==> src/rtl/i2cPkg.sv <==
/* I2C constants for the keypad poller and the bit engine command codes.
   Shared by the sequencer, bit engine, clock generator, CSR block and slave model. */
package i2cPkg;

	//----------------------------------------------------------
	// Timing and slave
	//----------------------------------------------------------
	localparam int i2cDivBit = 16;					// Divider register width
	localparam logic [6:0] keyPadSlaveAdrs = 7'h20;	// 7-bit keypad address
	localparam logic [1:0] keyPadByteCnt = 2'd2;	// Bytes per poll, high first

	//----------------------------------------------------------
	// Bit engine commands
	//----------------------------------------------------------
	localparam int i2cCmdBit = 3;

	// Nothing issued, also the sequencer rest state
	localparam logic [i2cCmdBit-1:0] i2cCmdIdle = 3'd0;
	localparam logic [i2cCmdBit-1:0] i2cCmdStart = 3'd1;	// SDA falls, SCL high
	// Keypad address plus R bit, then ACK sample
	localparam logic [i2cCmdBit-1:0] i2cCmdAdrsRd = 3'd2;
	localparam logic [i2cCmdBit-1:0] i2cCmdReadAck = 3'd3;	// Byte in, master ACK
	localparam logic [i2cCmdBit-1:0] i2cCmdReadNack = 3'd4;	// Last byte, NACK
	localparam logic [i2cCmdBit-1:0] i2cCmdStop = 3'd5;		// SDA rises, SCL high

	// Each bit is four qTick phases
	//   0 set SDA, 1 release SCL, 2 sample SDA, 3 pull SCL low

endpackage

==> src/rtl/usiBusPkg.sv <==
/* USI register bus widths, I2C block select value and CSR offsets.
   Imported by the CSR block, the top level and the testbench. */
package usiBusPkg;

	//----------------------------------------------------------
	// Bus geometry
	//----------------------------------------------------------
	localparam int busAdrsBit = 32;		// Address width
	localparam int busDataBit = 32;		// Data width

	// Block select field, address bits [15:8]
	localparam int blockAdrsBit = 8;
	localparam logic [blockAdrsBit-1:0] i2cBlockAdrs = 8'h04;	// I2C poller slot

	//----------------------------------------------------------
	// CSR offsets, address bits [7:0]
	//----------------------------------------------------------
	localparam logic [7:0] csrEnOfs = 8'h00;		// Poll enable, bit 0, R/W
	localparam logic [7:0] csrDivOfs = 8'h04;		// Quarter-bit divider, R/W
	// Status words written by hardware
	localparam logic [7:0] csrKeyPadOfs = 8'h80;	// Last good key word, RO
	localparam logic [7:0] csrSeqCompOfs = 8'h84;	// Completion flag, RO

endpackage
==> src/rtl/i2cKeyPadTop.sv <==
/* Top level of the I2C keypad poller, wiring CSR, sequencer, bit engine and clock generator.
   SCL and SDA leave as drive-low outputs with SDA sensed back on sdaIn. */
`timescale 1ns/10ps

module i2cKeyPadTop
	import usiBusPkg::*;
	import i2cPkg::*;
(
	input  logic                  iSysClk,
	input  logic                  rst,
	// USI bus
	input  logic [busDataBit-1:0] susiWd,
	input  logic [busAdrsBit-1:0] susiAdrs,
	input  logic                  susiWCke,
	output logic [busDataBit-1:0] susiRd,
	output logic                  susiREd,
	// Open-drain I2C
	output logic                  sclLow,
	output logic                  sdaLow,
	input  logic                  sdaIn
);

//----------------------------------------------------------
// Internal nets
//----------------------------------------------------------
logic                 i2cEn;
logic [i2cDivBit-1:0] i2cDiv;
logic [15:0]          keyPad;
logic                 seqComp;
logic [i2cCmdBit-1:0] cmd;
logic                 cmdValid;
logic                 cmdBusy;
logic [7:0]           rxByte;
logic                 ackErr;
logic                 qTick;
logic                 run;

i2cCsr uCsr (
	.iSysClk(iSysClk), .rst(rst), .susiWd(susiWd), .susiAdrs(susiAdrs), .susiWCke(susiWCke),
	.susiRd(susiRd), .susiREd(susiREd), .keyPadIn(keyPad), .seqCompIn(seqComp),
	.i2cEn(i2cEn), .i2cDiv(i2cDiv)
);

i2cKeyPadSeq uSeq (
	.iSysClk(iSysClk), .rst(rst), .i2cEn(i2cEn), .cmd(cmd), .cmdValid(cmdValid),
	.cmdBusy(cmdBusy), .rxByte(rxByte), .ackErr(ackErr), .keyPad(keyPad), .seqComp(seqComp)
);

i2cBitEngine uEngine (
	.iSysClk(iSysClk), .rst(rst), .cmd(cmd), .cmdValid(cmdValid), .cmdBusy(cmdBusy),
	.rxByte(rxByte), .ackErr(ackErr), .qTick(qTick), .run(run),
	.sclLow(sclLow), .sdaLow(sdaLow), .sdaIn(sdaIn)
);

i2cClkGen uClkGen (
	.iSysClk(iSysClk), .rst(rst), .run(run), .i2cDiv(i2cDiv), .qTick(qTick)
);

endmodule

==> src/rtl/i2cKeyPadSeq.sv <==
/* Keypad polling sequencer driving the bit engine while enabled.
   Runs start, address, two reads and stop, then publishes the key word and flag. */
`timescale 1ns/10ps

module i2cKeyPadSeq
	import i2cPkg::*;
(
	input  logic                 iSysClk,
	input  logic                 rst,
	input  logic                 i2cEn,		// Keep polling
	// Bit engine
	output logic [i2cCmdBit-1:0] cmd,		// Also the sequencer step
	output logic                 cmdValid,
	input  logic                 cmdBusy,
	input  logic [7:0]           rxByte,
	input  logic                 ackErr,
	// Status
	output logic [15:0]          keyPad,
	output logic                 seqComp
);

logic                 stepDone;		// Engine idle, last command finished
logic [i2cCmdBit-1:0] nextCmd;
logic [1:0]           byteCnt;
logic [1:0]           nextByteCnt;
logic [7:0]           hiByte;		// First byte received
logic                 nackSeen;		// Address NACK this sequence

assign stepDone = !cmdValid && !cmdBusy;

//----------------------------------------------------------
// Next step
//----------------------------------------------------------
always_comb
begin
	nextCmd = i2cCmdIdle;
	nextByteCnt = byteCnt;
	case (cmd)
		i2cCmdIdle:
			nextCmd = i2cEn ? i2cCmdStart : i2cCmdIdle;
		i2cCmdStart:
			nextCmd = i2cCmdAdrsRd;
		i2cCmdAdrsRd:
		begin
			nextByteCnt = 2'd0;
			nextCmd = ackErr ? i2cCmdStop : i2cCmdReadAck;	// NACK skips the reads
		end
		i2cCmdReadAck:
		begin
			nextByteCnt = byteCnt + 2'd1;
			// Final byte gets the NACK
			if (nextByteCnt == keyPadByteCnt - 2'd1)
				nextCmd = i2cCmdReadNack;
			else
				nextCmd = i2cCmdReadAck;
		end
		i2cCmdReadNack:
			nextCmd = i2cCmdStop;
		i2cCmdStop:
			nextCmd = i2cEn ? i2cCmdStart : i2cCmdIdle;	// Back to back polls
		default:
			nextCmd = i2cCmdIdle;
	endcase
end

always_ff @(posedge iSysClk)
begin
	if (rst)
	begin
		cmd <= i2cCmdIdle;
		cmdValid <= 1'b0;
		byteCnt <= 2'd0;
		nackSeen <= 1'b0;
		keyPad <= 16'h0000;
		seqComp <= 1'b0;
	end
	else
	begin
		cmdValid <= 1'b0;
		if (stepDone)
		begin
			cmd <= nextCmd;
			cmdValid <= nextCmd != i2cCmdIdle;	// Issue straight away
			byteCnt <= nextByteCnt;
			if (cmd == i2cCmdAdrsRd)
				nackSeen <= ackErr;
			if (cmd == i2cCmdReadNack)
				keyPad <= {hiByte, rxByte};
			if (cmd == i2cCmdStop)
				seqComp <= !nackSeen;		// End of sequence marker
		end
	end
end

// High byte held until the low byte lands
always_ff @(posedge iSysClk)
begin
	if (stepDone && (cmd == i2cCmdReadAck))
		hiByte <= rxByte;
end

endmodule

==> src/rtl/i2cBitEngine.sv <==
/* I2C bit engine for start, stop, address write and byte read commands.
   Steps four quarter phases per bit on qTick and drives open-drain SCL and SDA. */
`timescale 1ns/10ps

module i2cBitEngine
	import i2cPkg::*;
(
	input  logic                 iSysClk,
	input  logic                 rst,
	// Command side
	input  logic [i2cCmdBit-1:0] cmd,
	input  logic                 cmdValid,
	output logic                 cmdBusy,
	// Results, valid while cmdBusy is low
	output logic [7:0]           rxByte,
	output logic                 ackErr,		// Address NACKed
	// Clock generator
	input  logic                 qTick,
	output logic                 run,
	// I2C pins, high means pull low
	output logic                 sclLow,
	output logic                 sdaLow,
	input  logic                 sdaIn
);

logic [i2cCmdBit-1:0] curCmd;	// Command in progress
logic [1:0]           phase;	// Quarter within the bit
logic [3:0]           bitCnt;	// 0..7 data, 8 ACK
logic [7:0]           shReg;	// Address out, data in

logic accept;
logic isStart;
logic isStop;
logic isAdrs;
logic ackBit;
logic lastBit;
logic bitDrive;		// SDA pull for the current bit
logic sampleEn;

assign accept = cmdValid && !cmdBusy && (cmd != i2cCmdIdle);
assign isStart = curCmd == i2cCmdStart;
assign isStop = curCmd == i2cCmdStop;
assign isAdrs = curCmd == i2cCmdAdrsRd;
assign ackBit = bitCnt == 4'd8;
// Start and stop are a single bit slot
assign lastBit = (isStart || isStop) ? (bitCnt == 4'd0) : ackBit;
assign bitDrive = ackBit ? (curCmd == i2cCmdReadAck) : !shReg[7];
assign sampleEn = cmdBusy && qTick && (phase == 2'd2) && !isStart && !isStop && !ackBit;
assign run = cmdBusy;
assign rxByte = shReg;

//----------------------------------------------------------
// Phase sequencer
//----------------------------------------------------------
always_ff @(posedge iSysClk)
begin
	if (rst)
	begin
		cmdBusy <= 1'b0;
		curCmd <= i2cCmdIdle;
		phase <= 2'd0;
		bitCnt <= 4'd0;
		sclLow <= 1'b0;		// Bus released
		sdaLow <= 1'b0;
		ackErr <= 1'b0;
	end
	else if (accept)
	begin
		cmdBusy <= 1'b1;
		curCmd <= cmd;
		phase <= 2'd0;
		bitCnt <= 4'd0;
	end
	else if (cmdBusy && qTick)
	begin
		phase <= phase + 2'd1;
		case (phase)
			2'd0:
			begin
				// SCL is low here except before a start
				if (isStop)
					sdaLow <= 1'b1;
				else if (!isStart)
					sdaLow <= bitDrive;
			end
			2'd1:
				sclLow <= 1'b0;		// SCL rises
			2'd2:
			begin
				if (isStart)
					sdaLow <= 1'b1;		// Start edge
				else if (isStop)
					sdaLow <= 1'b0;		// Stop edge
				else if (isAdrs && ackBit)
					ackErr <= sdaIn;	// High means no slave
			end
			default:
			begin
				if (!isStop)
					sclLow <= 1'b1;		// Hold SCL low between commands
				bitCnt <= bitCnt + 4'd1;
				if (lastBit)
					cmdBusy <= 1'b0;
			end
		endcase
	end
end

// Shift register, MSB first both ways
always_ff @(posedge iSysClk)
begin
	if (accept)
		shReg <= (cmd == i2cCmdAdrsRd) ? {keyPadSlaveAdrs, 1'b1} : 8'hFF;
	else if (sampleEn)
		shReg <= {shReg[6:0], sdaIn};
end

endmodule

==> src/rtl/i2cClkGen.sv <==
/* Quarter-bit tick generator for the I2C bit engine.
   Pulses qTick every i2cDiv+1 cycles while run is high. */
`timescale 1ns/10ps

module i2cClkGen
	import i2cPkg::*;
(
	input  logic                 iSysClk,
	input  logic                 rst,
	input  logic                 run,		// Engine busy
	input  logic [i2cDivBit-1:0] i2cDiv,	// Cycles per quarter bit, minus one
	output logic                 qTick
);

logic [i2cDivBit-1:0] divCnt;	// Counts down to the next tick

//----------------------------------------------------------
// Down counter
//----------------------------------------------------------
always_ff @(posedge iSysClk)
begin
	if (rst || !run)
	begin
		// Parked at full count, first tick a whole interval after start
		divCnt <= i2cDiv;
		qTick <= 1'b0;
	end
	else if (divCnt == '0)
	begin
		divCnt <= i2cDiv;		// Reload
		qTick <= 1'b1;
	end
	else
	begin
		divCnt <= divCnt - 1'b1;
		qTick <= 1'b0;
	end
end

// SCL period works out to 4*(i2cDiv+1) cycles

endmodule

==> src/rtl/i2cCsr.sv <==
/* Register block of the keypad poller on the USI bus.
   Holds enable and divider, captures key status and answers reads one cycle later. */
`timescale 1ns/10ps

module i2cCsr
	import usiBusPkg::*;
	import i2cPkg::*;
(
	input  logic                  iSysClk,
	input  logic                  rst,
	// Bus write side
	input  logic [busDataBit-1:0] susiWd,
	input  logic [busAdrsBit-1:0] susiAdrs,
	input  logic                  susiWCke,		// One-cycle write strobe
	// Bus read side
	output logic [busDataBit-1:0] susiRd,
	output logic                  susiREd,		// High the cycle after a block hit
	// Status from the sequencer
	input  logic [15:0]           keyPadIn,
	input  logic                  seqCompIn,
	// Control to the I2C logic
	output logic                  i2cEn,
	output logic [i2cDivBit-1:0]  i2cDiv
);

logic        blockHit;		// Address bits [15:8] select this block
logic [7:0]  regOfs;
logic        enWr;
logic        divWr;
logic [15:0] keyPadReg;		// Captured status
logic        seqCompReg;

assign blockHit = susiAdrs[blockAdrsBit+7:8] == i2cBlockAdrs;
assign regOfs = susiAdrs[7:0];
assign enWr = susiWCke && blockHit && (regOfs == csrEnOfs);
assign divWr = susiWCke && blockHit && (regOfs == csrDivOfs);

//----------------------------------------------------------
// Write registers
//----------------------------------------------------------
always_ff @(posedge iSysClk)
begin
	if (rst)
	begin
		i2cEn <= 1'b0;
		i2cDiv <= '1;		// Slowest SCL until software sets it
	end
	else
	begin
		if (enWr)
			i2cEn <= susiWd[0];
		if (divWr)
			i2cDiv <= susiWd[i2cDivBit-1:0];
	end
end

// Status follows the sequencer with one stage
always_ff @(posedge iSysClk)
begin
	if (rst)
	begin
		keyPadReg <= 16'h0000;
		seqCompReg <= 1'b0;
	end
	else
	begin
		keyPadReg <= keyPadIn;
		seqCompReg <= seqCompIn;
	end
end

//----------------------------------------------------------
// Read path
//----------------------------------------------------------
always_ff @(posedge iSysClk)
begin
	if (rst)
		susiREd <= 1'b0;
	else
		susiREd <= blockHit;
end

// Unclaimed addresses pass write data on down the chain
always_ff @(posedge iSysClk)
begin
	if (!blockHit)
		susiRd <= susiWd;
	else
	begin
		case (regOfs)
			csrEnOfs:		susiRd <= {{(busDataBit-1){1'b0}}, i2cEn};
			csrDivOfs:		susiRd <= {{(busDataBit-i2cDivBit){1'b0}}, i2cDiv};
			csrKeyPadOfs:	susiRd <= {{(busDataBit-16){1'b0}}, keyPadReg};
			csrSeqCompOfs:	susiRd <= {{(busDataBit-1){1'b0}}, seqCompReg};
			default:		susiRd <= susiWd;	// Hole in the map
		endcase
	end
end

endmodule

==> config.mk <==
export PLATFORM = sky130hd
export DESIGN_NAME = i2cKeyPadTop
export DESIGN_NICKNAME = d
export VERILOG_FILES = /design/src/rtl/i2cPkg.sv /design/src/rtl/usiBusPkg.sv /design/src/rtl/i2cKeyPadTop.sv /design/src/rtl/i2cKeyPadSeq.sv /design/src/rtl/i2cBitEngine.sv /design/src/rtl/i2cClkGen.sv /design/src/rtl/i2cCsr.sv
export SDC_FILE = /design/constraint.sdc
export NUM_CORES = 1
export LEC_CHECK = 0
export ABC_AREA = 1
export BUFFER_PORTS_ARGS = -buffer_cell sky130_fd_sc_hd__buf_2
export CAP_MARGIN = 40
export CORE_MARGIN = 2
export CORE_UTILIZATION = 47
export DETAILED_ROUTE_END_ITERATION = 6
export PLACE_DENSITY_LB_ADDON = 0.1
export SLEW_MARGIN = 20
export SYNTH_ARGS = -nofsm -noshare
export SYNTH_HDL_FRONTEND = slang
export SYNTH_SLANG_ARGS = --single-unit
==> constraint.sdc <==
create_clock -name iSysClk -period 3.08 [get_ports iSysClk]
set_clock_uncertainty 0.15 [all_clocks]
set_input_delay 0.308 -clock iSysClk [delete_from_list [all_inputs] [get_ports iSysClk]]
set_output_delay 0.308 -clock iSysClk [all_outputs]
set_load 0.02 [all_outputs]
==> metrics.md, run 1 <==
| Metric | Value |
|---|---|
| Status | complete, no violations |
| Synth cell types | 32 |
| Worst endpoint data arrival time | 2.33 ns |
| Final Max Slew Viols | 0 |
| Clock Path Buffers | 2 |
| Synth Register Bits | approximately 140 |
| Hold Fails Final Rpt | 0 |
| Chip Width | around 110 µm |
| Clock latency on the worst-skew pair | just over 0.4 ns |
| CTS root buf | clkbuf_16 |
| Grt ovf | 0 |
| Max_slew headroom | 52.4% |
| Residual DRC | 0 |
| Nets | 948 |
| Mapped Area | 0.00569 mm² |
| Post-synth net total | 831 |
| Core area | 0.0119 mm² |
| ANT nets after route | 0 |
| Unrepaired setup endpoints after global routing | no |
| Cts repair resizes | 0 |
| PortBufs | 86 |
| Htree depth | 4 |
| Startpoint Class | flop |
| Cts bufs inserted | 17 |
| Die area | 0.0130 mm² |
| Synth Flop Type | dfxtp_1 |
| Syn avg cell area | 7.55 µm² |
| Fin Setup TNS | 0 ns |
| Initial core utilization | 47.8% |
| Max Cap Viol | 0 |
| Yosys top cell by area | dfxtp_1 |
| Path category of the worst min-delay check | in2reg |
| Via density | between 4 and 5 |
| DIE HEIGHT | 114 µm |
| Leakage | 3.54 nW |
| Power per cell area | 705 mW/mm² |
| Initial antenna violation count | 0 |
| RePlAce Congestion | 0.858 |
| CTS tree | built |
| Final Setup Violations | 0 |
| Minimum clock period | 2.18 ns |
| EDFF count, synth | 16 |
| Most frequent cell after synthesis | nand2_1 |
| GRT Resource Usage Total | 21.3% |
| CP endpoint kind | flop |
| Largest net degree at the start of global routing | 34 |
| Data required time at the worst endpoint | 3.23 ns |
| Drt initial violations | 356 |
| Post-layout util | 60.3% |
| Critical path class | reg2reg |
| Fin crit share | between 70% and 80% |
| TritonRoute pass-1 iters | 4 |
| Synth Instances | ~750 |
| Fraction of layout cells with a size suffix above 1 | around 16% |
| Final HPWL DP | 9.29 mm |
| Area contributors post-synth | dfxtp_1 (43%), nand2_1 (11%), edfxtp_1 (8.4%) |
| Area growth from synthesis to layout | 26.2% |
| Largest driver fanout on the critical path | 23 |
| Clk slew on worst S/H paths | around 0.060 ns |
| Vias | 5071 |
| Slew at the pin closest to its max-slew limit | 0.712 ns |
| Io pins | 103 |
| Synth top area share | 42.6% |
| Drt total wl | 13.0 mm |
| Clock sink count | 137 |
| Vias in the first global route | 4769 |
| Post-synth top cells | nand2_1 (174), nor2_1 (125), dfxtp_1 (121), inv_1 (88), nand3_1 (61) |
| Register area share after synthesis | 51.0% |
| Total power | 5.07 mW |
| Yosys warns | 0 |
| Async S/R FF share, synth | 0% |
| Antenna Cells | 0 |
| Peak Freq | 460 MHz |
| Site row count | 40 |
| First-pass GRT wire length | 22.0 mm |
| Wire length per cell | 12.7 µm |
| Peak supply drop | 593 µV |
-- repair_timing --
action                    4_1_cts  5_1_grt
hold endpoints to repair       26        0
hold buffers                   26        0
buffers inserted                0        0
-- layout by cell type, fill, tap and decap left out, types with 16 or more instances in the layout --
cell type	count
a21oi_1	48
buf_2	86
clkbuf_16	18
dfxtp_1	121
dlygate4sd3_1	26
edfxtp_1	16
inv_1	88
nand2_1	174
nand3_1	61
nand4_1	21
nor2_1	125
o21ai_0	31
-- final timing paths --
kind	cells after the start	start	slack, ns	end
setup / recovery	8	uClkGen.divCnt[10]$_DFF_P_	0.90	uClkGen.divCnt[13]$_DFF_P_
hold / removal	3	susiWd[0]	0.01	uCsr.susiRd[0]$_DFF_P_
setup reg to reg	8	uClkGen.divCnt[10]$_DFF_P_	0.90	uClkGen.divCnt[13]$_DFF_P_
hold reg to reg	2	uSeq.keyPad[8]$_SDFFE_PP0P_	0.28	uCsr.keyPadReg[8]$_SDFF_PP0_
-- cells by family (layout without fill, tap and decap cells) --
logic type / Yosys count / count (layout) / share of synthesized area, %
buf+inv: 115 / 245 / 8.09
flops: 137 / 137 / 51.0
simple gates: 397 / 397 / 29.6
compound gates: 88 / 88 / 8.07
fa+ha+maj: 9 / 9 / 1.98
xor+xnor: 8 / 8 / 1.23
-- routing by layer --
layer | wire length [µm] | vias to the layer above | track usage, %
li1 | - | 2634 | -
met1 | 5690 | 2311 | 25.0
met2 | 6630 | 101 | 36.6
met3 | 480 | 25 | 5.95
met4 | 247 | 0 | 8.46
met5 | 0 | - | 0
-- per-stage QoR --
stage / cells / worst slack [ns] / area, µm² / hold slack (ns)
after floorplan: 754 / 1.07 / 5690 / 0.253
after global placement: 971 / 0.963 / 6250 / 0.269
after detailed placement: 971 / 0.910 / 6250 / 0.272
after CTS: 1029 / 0.899 / 7160 / 0.000496
after global routing: 1031 / 0.666 / 7180 / 0.00983
final: 1031 / 0.905 / 7180 / 0.0136
-- final cells by class --
class | count | area [µm²]
clock inverter | 12 | 168
sequential | 137 | 2900
fill | 1082 | 4730
multi-input combinational | 502 | 2330
timing repair buffer | 124 | 788
inverter | 89 | 334
tap | 147 | 184
clock buffer | 20 | 478
-- critical path, cell delays in order, from the launching register on --
cell and delay [ns]:
dfxtp_1 0.32, nor2_1 0.21, nand2_1 0.13, nor2_1 0.18, nand3b_1 0.13, nand2_1 0.53
inv_1 0.23, nand2_1 0.12, nand2_1 0.06
-- state kept, by name, summed over array words and instances, names as in the netlist, 2 cells and up --
register and flops:
uCsr.susiRd 32, uClkGen.divCnt 16, uCsr.i2cDiv 16, uCsr.keyPadReg 16, uSeq.keyPad 16, uEngine.rxByte 8, uSeq.hiByte 8, uEngine.bitCnt 4
uEngine.curCmd 3, uSeq.cmd 3, uEngine.phase 2, uSeq.byteCnt 2
-- report_power, final --
part | internal [mW] | switching, mW
logic | 0.264 | 0.471
registers | 2.04 | 0.0990
clock network | 1.44 | 0.749
Power figures use the tool's default switching activity.
==> inputs of run 2 (changes only) <==
==> constraint.sdc (replaced) <==
create_clock -name iSysClk -period 2.3 [get_ports iSysClk]
set_clock_uncertainty 0.15 [all_clocks]
set_input_delay 0.23 -clock iSysClk [delete_from_list [all_inputs] [get_ports iSysClk]]
set_output_delay 0.23 -clock iSysClk [all_outputs]
set_load 0.02 [all_outputs]
==> run 2 against run 1 <==
Core utilization rose by 0.41 points. Power increased by 29%. Count of clock-buffer cells in the layout grew 1. First-iteration DRC count is 7.0% lower. Combinational power increased by 36%.
==> metrics.md, run 2 (synthesized netlist as in run 1, its figures left out) <==
| Metric | Value |
|---|---|
| Htree depth | 4 |
| Vias | between 5000 and 6000 |
| Clock Path Buffers | 2 |
| Reg2reg start | uSeq.cmd[0]$_SDFFE_PP0P_ |
| Fin crit share | 76.5% |
| TritonRoute pass-1 iters | 4 |
| CTS tree | built |
| Cells on Worst Hold Path | 5 |
| Io pins | 103 |
| R2R cell count | 7 |
| Leakage | 3.55 nW |
| CTS root buf | clkbuf_16 |
| Area of the multi-input gates | between 0.002 and 0.0025 mm² |
| Max_slew headroom | 66.6% |
| Max reg flops | 32 |
| CP endpoint kind | flop |
| Fraction of layout cells with a size suffix above 1 | 16.2% |
| Slew at the pin closest to its max-slew limit | 0.499 ns |
| Largest driver fanout on the critical path | 32 |
| Worst setup startpoint | uSeq.cmd[0]$_SDFFE_PP0P_ |
| GRT Resource Usage Total | 21.5% |
| Top reg by flops | uCsr.susiRd |
| Critical path class | reg2reg |
| Die area | 0.0130 mm² |
| Initial core utilization | 47.8% |
| Combinational share of power | between 10% and 20% |
| Net Sw Frac | 27.0% |
| Via density | 4.90 |
| Reg area | 0.00290 mm² |
| Reg2Reg Setup Slack | 0.54 ns |
| Clock Power Share | between 40 and 50% |
| Internal | between 4 and 5 mW |
| Reg2Reg Capture Point | uSeq.keyPad[3]$_SDFFE_PP0P_ |
| Hold EP | uCsr.susiREd$_SDFF_PP0_ |
| Drt total wl | roughly 13 mm |
| Area growth from synthesis to layout | 27.1% |
| Worst hold start | susiAdrs[10] |
| Sequential Power Share | 43.9% |
| Post-CTS setup repair buffer count | 0 |
| Final Max Slew Viols | 0 |
| Wire length per cell | 12.7 µm |
| Largest net degree at the start of global routing | 33 |
| DIE HEIGHT | about 110 µm |
| PortBufs | 86 |
| Final instance area | approximately 0.0072 mm² |
| Clock latency on the worst-skew pair | roughly 0.42 ns |
| Chip Width | 114 µm |
| Path category of the worst min-delay check | in2reg |
| Drt initial violations | 331 |
| Cts bufs inserted | 17 |
| Max Cap Viol | 0 |
| Power per cell area | approximately 900 mW/mm² |
| ANT nets after route | 0 |
| Unrepaired setup endpoints after global routing | no |
| Fin Setup TNS | 0 ns |
| Worst endpoint data arrival time | 1.91 ns |
| Fillers | 1064 |
| Post-DP Area | 0.00630 mm² |
| First-pass GRT wire length | between 20 and 25 mm |
| Nets | 960 |
| Dpl ws | 0.563 ns |
| Peak supply drop | approximately 730 µV |
| Most frequent cells in the layout | nand2_1 (174), nor2_1 (125), dfxtp_1 (121) |
| Final Setup Violations | 0 |
| Data required time at the worst endpoint | 2.45 ns |
| Final setup margin | 0.541 ns |
| Core area | 0.0119 mm² |
| RePlAce Congestion | 0.871 |
| Startpoint Class | flop |
| Residual DRC | 0 |
| Peak Freq | 569 MHz |
| Net Sw Power | 1.77 mW |
| Initial antenna violation count | 0 |
| Commonest non-fill, non-tap cell in the layout | nand2_1 |
| Antenna Cells | 0 |
| Minimum clock period | 1.76 ns |
| Clk slew on worst S/H paths | 0.06 ns |
| Site row count | 40 |
| Status | complete, no violations |
| Grt ovf | 0 |
| Hold Fails Final Rpt | 0 |
| Final HPWL DP | 9.41 mm |
| Vias in the first global route | 4983 |
| Total power | approximately 6.5 mW |
| Clock sink count | ~140 |
| Post-layout util | between 60% and 70% |
-- run 2: worst max-delay path by stage --
stage,endpoint,slack (ns),depth (start not counted)
final,uSeq.keyPad[3]$_SDFFE_PP0P_,0.54,7
after global routing,uSeq.keyPad[8]$_SDFFE_PP0P_,0.41,7
after CTS,uEngine.rxByte[4]$_DFFE_PP_,0.55,6
after detailed placement,uEngine.rxByte[1]$_DFFE_PP_,0.56,6
after global placement,uCsr.susiRd[5]$_DFF_P_,0.55,9
after floorplan,uEngine.rxByte[0]$_SDFFCE_PP1P_,0.29,5
-- run 2: final cells by class --
type | count | share of cell area (%)
Tap cell | 147 | 2.54
Inverter | 89 | 4.62
Timing Repair Buffer | 136 | 12.3
Sequential cell | 137 | 40.1
Clock buffer | 21 | 6.51
Clock inverter | 11 | 1.68
Multi-Input combinational cell | 502 | 32.2
-- run 2: per-stage QoR --
stage          cells  hold slack [ns]
2_1_floorplan    754            0.192
3_3_place_gp     977            0.270
3_5_place_dp     977            0.276
4_1_cts         1043           0.0948
5_1_grt         1043            0.126
6_report        1043            0.106
-- run 2: repair_timing --
item,4_1_cts,5_1_grt
hold buffers,34,0
hold endpoints to repair,52,0
resized for setup,0,0
-- run 2: metal layers --
metal  vias up  track usage (%)  part of all wire, %
li1       2663                -                    -
met1      2319             23.9                   42
met2       103             38.2                   52
met3        24             6.75                  4.1
met4         0             8.29                  1.8
met5         -                0                    0
-- run 2: power by group through the flow --
stage	Combinational, mW	Sequential, mW	Clock (mW)
2_1_floorplan	0.659	2.92	0
3_3_place_gp	0.934	2.91	0
3_5_place_dp	0.956	2.92	0
4_1_cts	1.01	2.87	2.72
5_1_grt	1.16	2.90	2.82
6_report	1.00	2.87	2.67
-- run 2: worst max-delay path, stage by stage (launching register included) --
cell and delay (ns):
dfxtp_1 0.34, inv_1 0.15, nand2_1 0.15, nor2_1 0.24, nand2_1 0.09, buf_4 0.23, o21ai_0 0.22, a21oi_1 0.06
==> inputs of run 3 (changes only) <==
==> constraint.sdc (replaced) <==
create_clock -name iSysClk -period 1.6 [get_ports iSysClk]
set_clock_uncertainty 0.15 [all_clocks]
set_input_delay 0.16 -clock iSysClk [delete_from_list [all_inputs] [get_ports iSysClk]]
set_output_delay 0.16 -clock iSysClk [all_outputs]
set_load 0.02 [all_outputs]
==> run 3 against run 2 <==
Critical path depth fell by 1. Final cell count rose by 3.4%. Fmax rose by 13%. Clock power rose by 40%. Count of clock-buffer cells in the layout rose by 1.
==> metrics.md, run 3 (synthesized netlist as in run 1, its figures left out) <==
| Metric | Value |
|---|---|
| Minimum clock period | around 1.6 ns |
| Path category of the worst min-delay check | in2reg |
| Grt ovf | 0 |
| Nets | 995 |
| Clock Path Buffers | 2 |
| Hold slack final | between 0.01 and 0.015 ns |
| Clk slew on worst S/H paths | 0.06 ns |
| Io pins | a little over 100 |
| PortBufs | 86 |
| Area growth from synthesis to layout | 36.5% |
| Final Setup Violations | 0 |
| Peak Freq | 645 MHz |
| Most frequent cells in the layout | nand2_1 (160), dfxtp_1 (116), nor2_1 (108) |
| Initial core utilization | between 40% and 50% |
| Antenna Cells | 0 |
| Power per cell area | 1240 mW/mm² |
| Unrepaired setup endpoints after global routing | yes |
| Max Cap Viol | 0 |
| Reg2Reg Capture Point | uEngine.rxByte[4]$_DFFE_PP_ |
| CTS tree | built |
| Final HPWL DP | 9.94 mm |
| DIE HEIGHT | about 110 µm |
| Site row count | 40 |
| Largest driver fanout on the critical path | 8 |
| Data required time at the worst endpoint | 1.58 ns |
| Drt total wl | 14.0 mm |
| GRT Resource Usage Total | 22.5% |
| Via density | 4.86 |
| ANT nets after route | 0 |
| Chip Width | around 110 µm |
| Delay-heaviest family, CP | flip-flops |
| Critical path class | reg2reg |
| Core area | 0.0119 mm² |
| Finished Layout Cells | between 1000 and 1500 |
| RePlAce Congestion | 0.920 |
| Cts bufs inserted | 17 |
| Top reg by flops | uCsr.susiRd |
| Reg2reg start | uEngine.bitCnt[0]$_SDFFE_PP0P_ |
| Clock sink count | 137 |
| Cells on Worst Hold Path | 3 |
| Startpoint Class | flop |
| Status | complete, no violations |
| Worst path max stage delay | 0.33 ns |
| Hold Fails Final Rpt | 0 |
| Final Max Slew Viols | 0 |
| Vias | about 5200 |
| Die area | ~0.013 mm² |
| Hold EP | uSeq.byteCnt[1]$_SDFFE_PP0P_ |
| Commonest non-fill, non-tap cell in the layout | nand2_1 |
| Clock latency on the worst-skew pair | 0.42 ns |
| Peak supply drop | approximately 900 µV |
| Htree depth | 4 |
| Reg2Reg Setup Slack | 0.05 ns |
| Fin crit share | 97.0% |
| Initial antenna violation count | 0 |
| Worst endpoint data arrival time | 1.54 ns |
| Cells after DPL | 1011 |
| Worst hold start | rst |
| Largest net degree at the start of global routing | 33 |
| Wire length per cell | between 10 and 15 µm |
| Vias in the first global route | between 5000 and 6000 |
| First-pass GRT wire length | 23.1 mm |
| Max reg flops | 32 |
| Buf+Inv Stages, Crit Path | 2 |
| Leakage | ~3.7 nW |
| Post-layout util | 65.2% |
| Fraction of layout cells with a size suffix above 1 | 24.8% |
| R2R cell count | 6 |
| CP Cell Sequence | inv_2 -> ha_4 -> nand2_2 -> nor2_4 -> o31ai_4 -> buf_12 |
| CTS root buf | clkbuf_16 |
| Critical path's slowest cell | dfxtp_2 |
| Max_slew headroom | 73.5% |
| CP endpoint kind | flop |
| TritonRoute pass-1 iters | 5 |
| Residual DRC | 0 |
| Drt initial violations | 298 |
| Slew at the pin closest to its max-slew limit | between 0.3 and 0.4 ns |
run 3: changes by cell type in the layout (fill, tap and decap cells not counted), sizes merged:
cell,change
buf,+36
clkbuf,+1
clkinvlp,-1
dlygate4sd3,-1
bufinv,-1
inv,+1
run 3: worst max-delay path by stage:
stage	start	end	slack, ns	cells after the start
detailed placement	uClkGen.divCnt[10]$_DFF_P_	uClkGen.divCnt[6]$_DFF_P_	-0.04	7
global placement	uEngine.bitCnt[0]$_SDFFE_PP0P_	uEngine.ackErr$_SDFFE_PP0P_	-0.006	9
global route	uClkGen.divCnt[9]$_DFF_P_	uClkGen.divCnt[1]$_DFF_P_	-0.06	8
CTS	uSeq.cmd[1]$_SDFFE_PP0P_	uSeq.keyPad[4]$_SDFFE_PP0P_	0.0008	7
floorplan	uEngine.bitCnt[1]$_SDFFE_PP0P_	uEngine.rxByte[0]$_SDFFCE_PP1P_	0.02	5
finish	uEngine.bitCnt[0]$_SDFFE_PP0P_	uEngine.rxByte[4]$_DFFE_PP_	0.05	6
run 3: stage by stage:
step / cell area, µm² / setup WS, ns / power [mW] / setup TNS (ns)
after floorplan: 5710 / 0.0185 / 5.16 / 0
after global placement: 6670 / -0.00632 / 5.75 / -0.00632
after detailed placement: 6670 / -0.0422 / 5.80 / -0.589
after CTS: 7590 / 0.000835 / 9.60 / 0
after global routing: 7770 / -0.0600 / 10.1 / -0.596
final: 7770 / 0.0486 / 9.65 / 0
run 3: worst reg2reg max path, cell delays in order, from the launching register on:
cell and delay, ns:
dfxtp_2 0.33, inv_2 0.06, ha_4 0.16, nand2_2 0.08, nor2_4 0.05, o31ai_4 0.27
buf_12 0.16
run 3: cell type report:
cell class	count	area, µm²
Clock inverter	10	92.6
Sequential cell	137	2910
Inverter	89	337
Clock buffer	22	484
Fill cell	1004	4140
Multi-Input combinational cell	502	2500
Timing Repair Buffer	171	1270
Tap cell	147	184
run 3: where the power goes:
part / internal (mW) / total (mW) / switching (mW)
clock network: 2.30 / 3.73 / 1.44
logic: 0.746 / 1.79 / 1.05
registers: 3.94 / 4.12 / 0.186
run 3: timing repair:
item                                    CTS  global route
gates resized for setup                   7            60
hold endpoints to repair                 51             0
endpoints found under the setup margin   25            68
buffers inserted                          0             2
pin swaps                                 0            15
hold buffers                             33             0
cloned                                    0             0
run 3: metal layers:
metal  up-vias  global-route usage, %  share of wire [%]
met3        24                   4.99                4.4
met5         -                      0                  0
met4         0                   8.62                2.0
met2       132                   41.1                 52
li1       2736                      -                  -
met1      2347                   25.4                 41
